### src/rtl/nts_pkg.sv
// NTS timestamp shared constants, register map and packed field groups
package nts_pkg;

  // ------------------------------------------------------------
  // Register map
  // ------------------------------------------------------------
  localparam logic [7:0] ADDR_NAME0          = 8'h00;
  localparam logic [7:0] ADDR_NAME1          = 8'h01;
  localparam logic [7:0] ADDR_VERSION        = 8'h02;
  localparam logic [7:0] ADDR_NTP_CONFIG     = 8'h0a; // LI VN Mode Stratum Poll Precision
  localparam logic [7:0] ADDR_NTP_ROOT_DELAY = 8'h0b;
  localparam logic [7:0] ADDR_NTP_ROOT_DISP  = 8'h0c;
  localparam logic [7:0] ADDR_NTP_REF_ID     = 8'h0d;
  localparam logic [7:0] ADDR_NTP_TX_OFS     = 8'h0e; // Added to transmit timestamp

  // Read-only identity words
  localparam logic [31:0] CORE_NAME0   = 32'h74696d65; // "time"
  localparam logic [31:0] CORE_NAME1   = 32'h73746d70; // "stmp"
  localparam logic [31:0] CORE_VERSION = 32'h302e3032; // "0.02"

  // ------------------------------------------------------------
  // NTP header constants
  // ------------------------------------------------------------
  localparam int NTP_HEADER_BITS   = 384;
  localparam int NTP_HEADER_BLOCKS = NTP_HEADER_BITS / 64; // 6 blocks of 64 bits

  localparam logic [31:0] NTS_KISS_OF_DEATH = 32'h4e54534e; // "NTSN"
  localparam logic [2:0]  DEFAULT_MODE      = 3'd4;         // Server
  localparam logic [7:0]  DEFAULT_STRATUM   = 8'd1;         // Primary reference

  // ------------------------------------------------------------
  // Field groups
  // ------------------------------------------------------------
  typedef struct packed {
    logic [31:0] seconds;  // Since NTP era start
    logic [31:0] fraction;
  } ntp_ts_t;

  typedef logic [2:0] block_idx_t; // Header block 0..5

  // First header word, field order as on the wire
  typedef struct packed {
    logic [1:0] li;
    logic [2:0] vn;
    logic [2:0] mode;
    logic [7:0] stratum;
    logic [7:0] poll;
    logic [7:0] precision;
  } ntp_config_t;

  typedef struct packed {
    ntp_config_t ntp_config;
    logic [31:0] root_delay;
    logic [31:0] root_disp;
    logic [31:0] ref_id;
    logic [31:0] tx_ofs;
  } cfg_regs_t;

  typedef struct packed {
    logic        cs;
    logic        we;
    logic [7:0]  address;
    logic [31:0] write_data;
  } api_req_t;

  // Client fields from the packet parser
  typedef struct packed {
    ntp_ts_t    origin;
    logic [2:0] version;
    logic [7:0] poll;
    logic       kiss_of_death;
  } parser_req_t;

  typedef struct packed {
    ntp_ts_t     origin;
    ntp_ts_t     receive;
    ntp_ts_t     transmit;
    logic [31:0] ref_seconds;  // Reference time, fraction is always 0
    logic [2:0]  version;
    logic [7:0]  poll;
    logic        kiss_of_death;
  } capture_t;

endpackage

### src/rtl/nts_api_regs.sv
// NTS timestamp configuration register bank with API read and write decode
`timescale 1ns/1ns

module nts_api_regs (
  input  logic               i_clk,
  input  logic               i_areset,
  input  nts_pkg::api_req_t  i_api,           // Register port request
  output logic [31:0]        o_api_read_data, // Combinational read data
  output nts_pkg::cfg_regs_t o_cfg            // Server-side configuration
);

  nts_pkg::cfg_regs_t cfg_q;

  logic wr_stb; // Valid write this cycle
  logic rd_stb; // Valid read this cycle

  assign wr_stb = i_api.cs & i_api.we;
  assign rd_stb = i_api.cs & ~i_api.we;

  // ------------------------------------------------------------
  // Write decode
  // ------------------------------------------------------------
  always_ff @(posedge i_clk or posedge i_areset) begin
    if (i_areset) begin
      cfg_q <= '0;
    end else if (wr_stb) begin
      case (i_api.address)
        nts_pkg::ADDR_NTP_CONFIG: begin
          cfg_q.ntp_config <= nts_pkg::ntp_config_t'(i_api.write_data);
        end
        nts_pkg::ADDR_NTP_ROOT_DELAY: begin
          cfg_q.root_delay <= i_api.write_data;
        end
        nts_pkg::ADDR_NTP_ROOT_DISP: begin
          cfg_q.root_disp <= i_api.write_data;
        end
        nts_pkg::ADDR_NTP_REF_ID: begin
          cfg_q.ref_id <= i_api.write_data;
        end
        nts_pkg::ADDR_NTP_TX_OFS: begin
          cfg_q.tx_ofs <= i_api.write_data;
        end
        default: begin
          // Identity words and unmapped addresses ignore writes
        end
      endcase
    end
  end

  // ------------------------------------------------------------
  // Read mux
  // ------------------------------------------------------------
  always_comb begin
    o_api_read_data = '0; // Writes and unmapped addresses read 0
    if (rd_stb) begin
      case (i_api.address)
        nts_pkg::ADDR_NAME0:          o_api_read_data = nts_pkg::CORE_NAME0;
        nts_pkg::ADDR_NAME1:          o_api_read_data = nts_pkg::CORE_NAME1;
        nts_pkg::ADDR_VERSION:        o_api_read_data = nts_pkg::CORE_VERSION;
        nts_pkg::ADDR_NTP_CONFIG:     o_api_read_data = cfg_q.ntp_config;
        nts_pkg::ADDR_NTP_ROOT_DELAY: o_api_read_data = cfg_q.root_delay;
        nts_pkg::ADDR_NTP_ROOT_DISP:  o_api_read_data = cfg_q.root_disp;
        nts_pkg::ADDR_NTP_REF_ID:     o_api_read_data = cfg_q.ref_id;
        nts_pkg::ADDR_NTP_TX_OFS:     o_api_read_data = cfg_q.tx_ofs;
        default:                      o_api_read_data = '0;
      endcase
    end
  end

  assign o_cfg = cfg_q;

endmodule

### src/rtl/nts_header_build.sv
// NTS timestamp NTP header assembly with field defaults and 64-bit block select
`timescale 1ns/1ns

module nts_header_build (
  input  nts_pkg::cfg_regs_t  i_cfg,
  input  nts_pkg::capture_t   i_cap,
  input  nts_pkg::block_idx_t i_block, // 0 is the first word on the wire
  output logic [63:0]         o_data
);

  nts_pkg::ntp_config_t                 word0;  // Resolved first word
  logic [31:0]                          ref_id;
  logic [nts_pkg::NTP_HEADER_BITS-1:0]  header;

  // ------------------------------------------------------------
  // Field resolution
  // ------------------------------------------------------------
  always_comb begin
    word0.li        = i_cfg.ntp_config.li;
    word0.precision = i_cfg.ntp_config.precision;
    // Configured value wins when non-zero
    word0.vn   = (i_cfg.ntp_config.vn != '0) ? i_cfg.ntp_config.vn : i_cap.version;
    word0.mode = (i_cfg.ntp_config.mode != '0) ? i_cfg.ntp_config.mode
                                               : nts_pkg::DEFAULT_MODE;
    word0.poll = (i_cfg.ntp_config.poll != '0) ? i_cfg.ntp_config.poll : i_cap.poll;
    if (i_cap.kiss_of_death) begin
      word0.stratum = 8'd0; // KoD packets carry stratum 0
    end else if (i_cfg.ntp_config.stratum != '0) begin
      word0.stratum = i_cfg.ntp_config.stratum;
    end else begin
      word0.stratum = nts_pkg::DEFAULT_STRATUM;
    end
  end

  assign ref_id = i_cap.kiss_of_death ? nts_pkg::NTS_KISS_OF_DEATH : i_cfg.ref_id;

  // RFC 5905 field order, most significant first
  assign header = {word0,
                   i_cfg.root_delay,
                   i_cfg.root_disp,
                   ref_id,
                   i_cap.ref_seconds, 32'h0, // Reference timestamp
                   i_cap.origin,
                   i_cap.receive,
                   i_cap.transmit};

  // ------------------------------------------------------------
  // Block select
  // ------------------------------------------------------------
  always_comb begin
    o_data = '0;
    if (i_block < nts_pkg::NTP_HEADER_BLOCKS) begin
      o_data = header[(nts_pkg::NTP_HEADER_BITS - 1) - 64 * i_block -: 64];
    end
  end

endmodule

### src/rtl/nts_timestamp.sv
// NTS timestamp top level building the NTP response header from config and parser
`timescale 1ns/1ns

module nts_timestamp (
  input  logic                 i_clk,
  input  logic                 i_areset,
  // NTP time source
  input  nts_pkg::ntp_ts_t     i_ntp_time,
  // Parser side
  input  logic                 i_parser_clear,
  input  logic                 i_parser_record_receive_timestamp,
  input  logic                 i_parser_transmit,
  input  nts_pkg::parser_req_t i_parser,
  output logic                 o_busy,
  // Header output
  output logic                 o_tx_wr_en,
  output nts_pkg::block_idx_t  o_tx_ntp_header_block,
  output logic [63:0]          o_tx_ntp_header_data,
  // Register port
  input  nts_pkg::api_req_t    i_api,
  output logic [31:0]          o_api_read_data
);

  nts_pkg::cfg_regs_t  cfg;
  nts_pkg::capture_t   cap;
  nts_pkg::block_idx_t block;
  logic                capture_rx;
  logic                capture_tx;

  nts_api_regs api_regs_i (
    .i_clk           (i_clk),
    .i_areset        (i_areset),
    .i_api           (i_api),
    .o_api_read_data (o_api_read_data),
    .o_cfg           (cfg)
  );

  nts_tx_seq tx_seq_i (
    .i_clk                             (i_clk),
    .i_areset                          (i_areset),
    .i_parser_clear                    (i_parser_clear),
    .i_parser_record_receive_timestamp (i_parser_record_receive_timestamp),
    .i_parser_transmit                 (i_parser_transmit),
    .o_capture_rx                      (capture_rx),
    .o_capture_tx                      (capture_tx),
    .o_busy                            (o_busy),
    .o_tx_wr_en                        (o_tx_wr_en),
    .o_block                           (block)
  );

  nts_ts_capture ts_capture_i (
    .i_clk        (i_clk),
    .i_areset     (i_areset),
    .i_capture_rx (capture_rx),
    .i_capture_tx (capture_tx),
    .i_ntp_time   (i_ntp_time),
    .i_parser     (i_parser),
    .i_tx_ofs     (cfg.tx_ofs),
    .o_cap        (cap)
  );

  // Header follows live config registers during transmission
  nts_header_build header_build_i (
    .i_cfg   (cfg),
    .i_cap   (cap),
    .i_block (block),
    .o_data  (o_tx_ntp_header_data)
  );

  assign o_tx_ntp_header_block = block;

endmodule

### src/rtl/nts_ts_capture.sv
// NTS timestamp capture of receive, origin and transmit times and client fields
`timescale 1ns/1ns

module nts_ts_capture (
  input  logic                 i_clk,
  input  logic                 i_areset,
  input  logic                 i_capture_rx, // Latch receive timestamp
  input  logic                 i_capture_tx, // Latch transmit side fields
  input  nts_pkg::ntp_ts_t     i_ntp_time,   // Free-running NTP time
  input  nts_pkg::parser_req_t i_parser,
  input  logic [31:0]          i_tx_ofs,     // Transmit offset from config
  output nts_pkg::capture_t    o_cap
);

  nts_pkg::capture_t cap_q;
  nts_pkg::ntp_ts_t  tx_time;   // Time plus offset
  logic [31:0]       ref_secs;

  // Offset only reaches the fraction and carries into seconds
  assign tx_time  = nts_pkg::ntp_ts_t'(i_ntp_time + {32'h0, i_tx_ofs});
  // Reference assumed set on the previous PPS
  assign ref_secs = i_ntp_time.seconds - 32'd1;

  // ------------------------------------------------------------
  // Capture registers
  // ------------------------------------------------------------
  always_ff @(posedge i_clk or posedge i_areset) begin
    if (i_areset) begin
      cap_q <= '0;
    end else begin
      if (i_capture_rx) begin
        cap_q.receive <= i_ntp_time;
      end
      if (i_capture_tx) begin
        cap_q.origin        <= i_parser.origin;       // Echo client transmit time
        cap_q.transmit      <= tx_time;
        cap_q.ref_seconds   <= ref_secs;
        cap_q.version       <= i_parser.version;
        cap_q.poll          <= i_parser.poll;
        cap_q.kiss_of_death <= i_parser.kiss_of_death; // Frozen for the whole header
      end
    end
  end

  assign o_cap = cap_q;

  // Both strobes may load together, an unknown strobe would corrupt the header
  a_strobes_known: assert property (
    @(posedge i_clk) disable iff (i_areset)
    !$isunknown({i_capture_rx, i_capture_tx})
  );

endmodule

### src/rtl/nts_tx_seq.sv
// NTS timestamp transmit sequencer gating parser strobes and stepping header blocks
`timescale 1ns/1ns

module nts_tx_seq (
  input  logic                i_clk,
  input  logic                i_areset,
  input  logic                i_parser_clear,    // Abort current packet
  input  logic                i_parser_record_receive_timestamp,
  input  logic                i_parser_transmit, // Packet ready to answer
  output logic                o_capture_rx,
  output logic                o_capture_tx,
  output logic                o_busy,
  output logic                o_tx_wr_en,
  output nts_pkg::block_idx_t o_block
);

  typedef enum logic {
    ST_IDLE,
    ST_TX
  } state_t;

  localparam nts_pkg::block_idx_t LAST_BLOCK =
    nts_pkg::block_idx_t'(nts_pkg::NTP_HEADER_BLOCKS - 1);

  state_t              state_q;
  nts_pkg::block_idx_t block_q;
  logic                idle;

  assign idle = (state_q == ST_IDLE);

  // Strobes only honoured between packets, clear overrides both
  assign o_capture_rx = idle & ~i_parser_clear & i_parser_record_receive_timestamp;
  assign o_capture_tx = idle & ~i_parser_clear & i_parser_transmit;

  // ------------------------------------------------------------
  // State and block counter
  // ------------------------------------------------------------
  always_ff @(posedge i_clk or posedge i_areset) begin
    if (i_areset) begin
      state_q <= ST_IDLE;
      block_q <= '0;
    end else if (i_parser_clear) begin
      state_q <= ST_IDLE; // Drop partial header
      block_q <= '0;
    end else begin
      case (state_q)
        ST_IDLE: begin
          if (i_parser_transmit) begin
            state_q <= ST_TX; // Block 0 goes out next cycle
          end
        end
        ST_TX: begin
          if (block_q == LAST_BLOCK) begin
            state_q <= ST_IDLE;
            block_q <= '0;
          end else begin
            block_q <= block_q + 3'd1;
          end
        end
        default: begin
          state_q <= ST_IDLE;
          block_q <= '0;
        end
      endcase
    end
  end

  assign o_busy     = ~idle;
  assign o_tx_wr_en = (state_q == ST_TX); // One block per cycle, no back-pressure
  assign o_block    = block_q;

  a_block_range: assert property (
    @(posedge i_clk) disable iff (i_areset)
    o_tx_wr_en |-> (block_q < nts_pkg::NTP_HEADER_BLOCKS)
  );

  a_idle_index: assert property (
    @(posedge i_clk) disable iff (i_areset)
    idle |-> (block_q == '0)
  );

endmodule

### config.mk
export PLATFORM = sky130hd
export DESIGN_NAME = nts_timestamp
export DESIGN_NICKNAME = d
export VERILOG_FILES = /design/src/rtl/nts_pkg.sv /design/src/rtl/nts_api_regs.sv /design/src/rtl/nts_header_build.sv /design/src/rtl/nts_timestamp.sv /design/src/rtl/nts_ts_capture.sv /design/src/rtl/nts_tx_seq.sv
export SDC_FILE = /design/constraint.sdc
export NUM_CORES = 1
export LEC_CHECK = 0
export BUFFER_PORTS_ARGS = -buffer_cell sky130_fd_sc_hd__buf_4
export CAP_MARGIN = 15
export CORE_MARGIN = 1
export CORE_UTILIZATION = 45
export CTS_CLUSTER_DIAMETER = 40
export DETAILED_ROUTE_END_ITERATION = 10
export GPL_TIMING_DRIVEN = 1
export PLACE_DENSITY = 0.73
export SLEW_MARGIN = 20
export SYNTH_ARGS = -nofsm -noshare
export SYNTH_HDL_FRONTEND = slang
export SYNTH_SLANG_ARGS = --single-unit
export TNS_END_PERCENT = 50
### constraint.sdc
create_clock -name i_clk -period 18 [get_ports i_clk]
set_clock_uncertainty 0.05 [all_clocks]
set_input_delay 1.8 -clock i_clk [delete_from_list [all_inputs] [get_ports i_clk]]
set_output_delay 1.8 -clock i_clk [all_outputs]
set_load 0.02 [all_outputs]
==> impl_results.md, run 1 <==
- Outcome: finished, final reports clean
- Compound-Gate Fraction of Synth Area: 14.7%
- GRT Overall Usage: 31.7%
- GP Congestion: 0.949
- Drt wl/cell: 25.4 µm
- Max-cap viol count: 0
- Sw Pwr: 0.810 mW
- DRT Wirelength: 78.3 mm
- # Post-CTS Setup Buffers: 0
- Post-synthesis sequential area ratio: 45.8%
- Fin area: 26600 µm²
- Syn nets: 2434
- DR vias/cell: 6.09
- Post-synth top area cell: dfrtp_1
- Post-DP Area: 24300 µm²
- 1st-pass router iterations: 8
- Setup CP Type: input pin to primary output
- DRC violations left: 0
- Crit-path cells: buf_4 -> nor4_1 -> and3_1 -> and2_1 -> a221oi_1 -> a21oi_1 -> buf_4
- Number of global-route vias before repair: 18600
- Synth top area cells: dfrtp_1 (46%), mux2_2 (12%), nand2_1 (6.9%)
- Final Cycle Share: 39.1%
- Post-CTS Hold Buffers: 0
- Row cnt: 80
- Filler Cells Inserted: 4127
- Top cells by count, synth: dfrtp_1 (400), nand2_1 (399), mux2_2 (225)
- Die outline width: 222 µm
- Max VDD drop: 0.0706 mV
- RSZ-0062 raised after global routing: false
- WP data required: 16.15 ns
- Chip height: 222 µm
- TritonCTS clock tree: built
- Sw Ratio: 28.7%
- Most used cell, CP: buf_4
- Post-synth ARST share: 100%
- H-Tree Depth: 3
- Cells after Synth: 2210
- Worst-margin pin slew: 1.15 ns
- Fin Setup TNS: 0 ns
- Die Footprint: 49400 µm²
- Slowest cell on crit path: and2_1
- Maximum buffer depth of the clock tree: 3
- I/O Buffers: 287
- Pre-CTS setup slack: 11.09 ns
- Most common cell in the netlist: dfrtp_1
- Global-route wire length before repair: 118 mm
- Internal: 2.01 mW
- Final worst setup slack: 10.96 ns
- Comb pwr share: 15.7%
- Largest family of logic cells by synthesized area: multiplexers
- Final setup violation count: 0
- I/O Pins: 288
- Synth warn: 0
- Clk slew on worst S/H paths: 0.05 ns
- CP max FO: 24
- Top cell type's share of synthesized area: 45.8%
- Post-detail-place hpwl: 55.3 mm
- Area growth syn-to-layout: 21.9%
- Synth Area in XOR/XNOR: 3.53%
- Post-Synth Adder-Cell Area: 2.15%
- Synth Flop Type: dfrtp_1
- # clock sinks: 400
- Initial core utilization: 45.6%
- Mapped Area: 21800 µm²
- Largest net degree at the start of global routing: 165
- Cells resized by post-CTS repair: 0
- Synth Area in Simple Gates: 13.1%
- Vias after detailed routing: 18800
- Minimum clock period: 7.04 ns
- Slew headroom: 23.1%
- CORE AREA: 47800 µm²
- Crit start category: input pin
- Root Buffer: clkbuf_16
- Leakage: 12.1 nW
- Clk_lat worst skew: 0.61 ns
- Power share of the sequential group: 38.0%
- Mux cell area share after synthesis: 16.9%
- Synthesized area per cell: 9.88 µm²
- Synth cell types: 68
- Worst hold path type: register to register
- Fin. max-slew vios: 0
- Final hold vios: 0
- Inserted Clock Buffers: 67
- CP Capture Type: primary output
- Detail Route Antenna Nets: 0
- Max Fclk: 0.142 GHz
- Clk pwr share: 46.4%
- Number of synthesized flops with an enable pin: 0
- Total Power: 2.82 mW
- Initial DRC count: 2206
- Share of post-route cells with drive strength above 1: 28.9%
- CP peak stage delay: 0.92 ns
- Power per cell area: 106 nW/µm²
- Crit path DAT: 5.19 ns
- Synth Register Bits: 400
- Final #Nets: 2639
- Initial antenna violation count: 2
- Global route total overflow: 0
==> sequential cells by signal, indices dropped and copies added, names as in the netlist <==
name / count
api_regs_i.o_cfg: 160
tx_seq_i.o_busy: 1
ts_capture_i.o_cap: 236
tx_seq_i.o_block: 3
==> placed cells by master (no fill, tap or decap), drive strengths merged, types with 15 or more instances in the layout <==
cell     count
nor3        31
a2111oi     17
nor2       129
xnor2       63
dfrtp      400
a21oi      104
o21ai      204
xor2        25
o21a        20
clkbuf      84
clkinv      18
a31oi       15
o22ai       17
nand4       15
nand2      399
inv         41
ha          36
a221oi      46
o211ai      19
a21o        15
mux2       228
buf        312
mux4        31
mux2i       42
nand3       18
==> path summary, 6_finish.rpt <==
check	end	startpoint	slack (ns)	depth (start not counted)
max	o_api_read_data[29]	i_api[37]	10.96	7
min	ts_capture_i.o_cap[45]	ts_capture_i.o_cap[45]	0.42	2
max reg2reg	ts_capture_i.o_cap[102]	api_regs_i.o_cfg[0]	13.86	12
min reg2reg	ts_capture_i.o_cap[45]	ts_capture_i.o_cap[45]	0.42	2
max in group asynchronous	ts_capture_i.o_cap[102]	i_areset	14.35	4
min in group asynchronous	ts_capture_i.o_cap[196]	i_areset	1.32	2
==> stage by stage <==
step | std cells | hold slack [ns] | util (%)
4_1_cts | 3082 | 0.421 | 55.6
5_1_grt | 3082 | 0.445 | 55.6
3_3_place_gp | 2961 | 0.405 | 50.8
6_report | 3084 | 0.423 | 55.6
3_5_place_dp | 2961 | 0.408 | 50.8
2_1_floorplan | 2210 | 0.390 | -
==> area by class of cell <==
type | count | area, µm² | area share (%)
sequential | 400 | 10000 | 37.6
clock buffer | 84 | 1810 | 6.80
clock inverter | 37 | 489 | 1.84
multi-input combinational | 1600 | 11000 | 41.5
antenna | 2 | 5.00 | 0.0188
inverter | 34 | 135 | 0.508
tap | 615 | 769 | 2.89
timing repair buffer | 312 | 2350 | 8.85
==> per-layer routing <==
layer  wire length (µm)  global-route usage (%)
met5                  0                       0
met4               3900                    14.9
met3               6190                    7.05
met2              36900                    51.0
met1              31300                    40.7
==> power by group through the flow <==
stage,Combinational (mW),Clock [mW],Sequential (mW)
final,0.442,1.31,1.07
after global routing,0.477,1.36,1.08
after CTS,0.440,1.32,1.07
after detailed placement,0.437,0,1.08
after global placement,0.427,0,1.08
after floorplan,0.275,0,1.05
==> critical path, delay by kind of cell <==
kind | cells | cell delay (ns)
and+or+nand+nor | 3 | 2.31
AOI/OAI and AO/OA | 2 | 0.71
buffers and inverters | 2 | 0.35
==> cells by family (layout without fill, tap and decap cells) <==
| family | count (synthesis) | after routing |
|---|---|---|
| fa+ha+maj | 37 | 37 |
| mux | 301 | 301 |
| xor+xnor | 88 | 88 |
| other cells | 0 | 2 |
| flops | 400 | 400 |
| buf+inv | 210 | 467 |
| compound gates | 511 | 511 |
| simple gates | 663 | 663 |
Power figures use the tool's default switching activity.
==> inputs of run 2 (changes only) <==
clock period = 6.91 ns   (was 18 ns; I/O delays follow)
==> impl_results.md, run 2 (synthesis results as in run 1) <==
- Final setup violation count: 0 (unchanged)
- # Post-CTS Setup Buffers: 0 (unchanged)
- RSZ-0062 raised after global routing: false
- Minimum clock period: 5.70 ns
- Setup CP Type: register to primary output
- Total Power: 7.52 mW (+170%)
- Final worst setup slack: 1.21 ns (-9.75 ns)
- Crit path DAT: 4.96 ns (-0.23 ns)
- DR vias/cell: 6.18 (+1.4%)
- Leakage: 12.2 nW (+0.72%)
- DRC violations left: 0 (unchanged)
- Worst hold start: i_parser[5]
- Power per cell area: 280 nW/µm² (+160%)
- Clk slew on worst S/H paths: 0.05 ns (about the same)
- Final hold vios: 0 (unchanged)
- R2R cell count: 12 (unchanged)
- Final Cycle Share: 82.5%
- Vias after detailed routing: 19100 (+1.9%)
- Outcome: finished, final reports clean
- R2r setup slk: 3.14 ns (-10.72 ns)
- # clock sinks: 400 (unchanged)
- I/O Buffers: 287 (unchanged)
- Global-route wire length before repair: 118 mm (-0.34%)
- R2r endpoint: ts_capture_i.o_cap[104]
- Die outline width: 222 µm (unchanged)
- Max-cap viol count: 0 (unchanged)
- GRT Overall Usage: 31.5% (-0.28 points)
- Inserted Clock Buffers: 71 (+6.0%)
- Area growth syn-to-layout: 22.9%
- Post-detail-place hpwl: 55.0 mm (-0.48%)
- Crit start category: register
- CP Capture Type: primary output
- Initial antenna violation count: 9 (+7)
- RR Startpoint: api_regs_i.o_cfg[0]
- Share of post-route cells with drive strength above 1: 29.2% (+0.30 points)
- Root Buffer: clkbuf_16
- DRT Wirelength: 78.2 mm (-0.16%)
- WP data required: 6.17 ns (-9.98 ns)
- TritonCTS clock tree: built
- Fin Setup TNS: 0 ns (unchanged)
- Detail Route Antenna Nets: 0 (unchanged)
- 1st-pass router iterations: 9 (+1)
- I/O Pins: 288 (unchanged)
- Filler Cells Inserted: 4155 (+0.68%)
- Worst hold path type: input pin to register
- Final #Nets: 2648 (+0.34%)
- Cells resized by post-CTS repair: 0 (unchanged)
- Max Fclk: 0.175 GHz
- GP Congestion: 0.980 (+3.2%)
- Post-CTS Hold Buffers: 0 (unchanged)
- Hold Path End: ts_capture_i.o_cap[5]
- CP max FO: 34 (+42%)
- Number of global-route vias before repair: 19000 (+2.2%)
- Fin. max-slew vios: 0 (unchanged)
- Worst-margin pin slew: 1.19 ns (+0.0349 ns)
- Chip height: 222 µm (unchanged)
- H-Tree Depth: 3 (unchanged)
- Most frequent cells in the layout: nand2_1 (398), dfrtp_1 (398), buf_4 (313), mux2_2 (225), o21ai_0 (185)
- Die Footprint: 49400 µm² (unchanged)
- Pre-CTS setup slack: 1.99 ns (-9.10 ns)
- Row cnt: 80 (unchanged)
- Clk_lat worst skew: 0.61 ns (about the same)
- Drt wl/cell: 25.2 µm (-0.67%)
- Initial core utilization: 45.6% (unchanged)
- Initial DRC count: 2143 (-2.9%)
- Worst setup path start: tx_seq_i.o_block[1]
- CORE AREA: 47800 µm² (unchanged)
- Slew headroom: 20.8% (-2.2 points)
- Number of flip-flops under the largest register name: 236 (unchanged)
- Max VDD drop: 0.151 mV (+110%)
- Largest net degree at the start of global routing: 249 (+51%)
- Global route total overflow: 0 (unchanged)
- Maximum buffer depth of the clock tree: 3 (unchanged)
- Worst hold path depth: 3 (+1)
==> run 2: where the power goes <==
| part | internal (mW) | switching [mW] |
|---|---|---|
| combinational | 0.476 | 0.668 |
| clock | 2.29 | 1.30 |
| sequential | 2.61 | 0.180 |
| total | 5.37 | 2.14 |
==> run 2: layer usage <==
metal  wire length (µm)  up-vias  track usage (%)
met1              30600     9508             40.4
met3               6810      226             6.96
li1                   -     8333                -
met5                 38        -                0
met4               4690        6             17.5
met2              36000     1075             49.3
==> run 2: per-stage QoR <==
step           hold slack, ns  cell area [µm²]  instances  util (%)
2_1_floorplan           0.390            21800       2210         -
3_3_place_gp            0.406            24400       2965      50.9
3_5_place_dp            0.407            24400       2965      50.9
4_1_cts                 0.206            26800       3093      56.0
5_1_grt                 0.219            26800       3097      56.1
6_report                0.221            26800       3100      56.1
==> run 2: worst max-delay path by stage <==
stage	endpoint	slack, ns	depth (start not counted)
5_1_grt	o_tx_ntp_header_data[15]	1.09	8
6_report	o_tx_ntp_header_data[15]	1.21	8
4_1_cts	o_tx_ntp_header_data[15]	1.35	8
3_5_place_dp	o_tx_ntp_header_data[15]	1.99	8
3_3_place_gp	o_tx_ntp_header_data[15]	2.07	8
2_1_floorplan	api_regs_i.o_cfg[0]	0.78	1
==> run 2: layout make-up <==
| class | count | area (µm²) | area share, % |
|---|---|---|---|
| flip-flops and latches | 400 | 10000 | 37.3 |
| inverters | 34 | 131 | 0.490 |
| multi-input cells | 1600 | 11000 | 41.1 |
| diodes | 6 | 15.0 | 0.0560 |
| clock inverters | 42 | 527 | 1.96 |
| well taps | 615 | 769 | 2.87 |
| clock buffers | 86 | 1900 | 7.10 |
| repair buffers | 317 | 2440 | 9.08 |
==> run 2: worst max-delay path: stages (launching register included) <==
cell and delay, ns:
dfrtp_2 0.72, buf_4 0.58, clkinv_1 0.20, nand2_1 0.71
nor2_1 0.38, buf_4 0.31, a221oi_1 1.01, a2111oi_0 0.19
buf_4 0.23
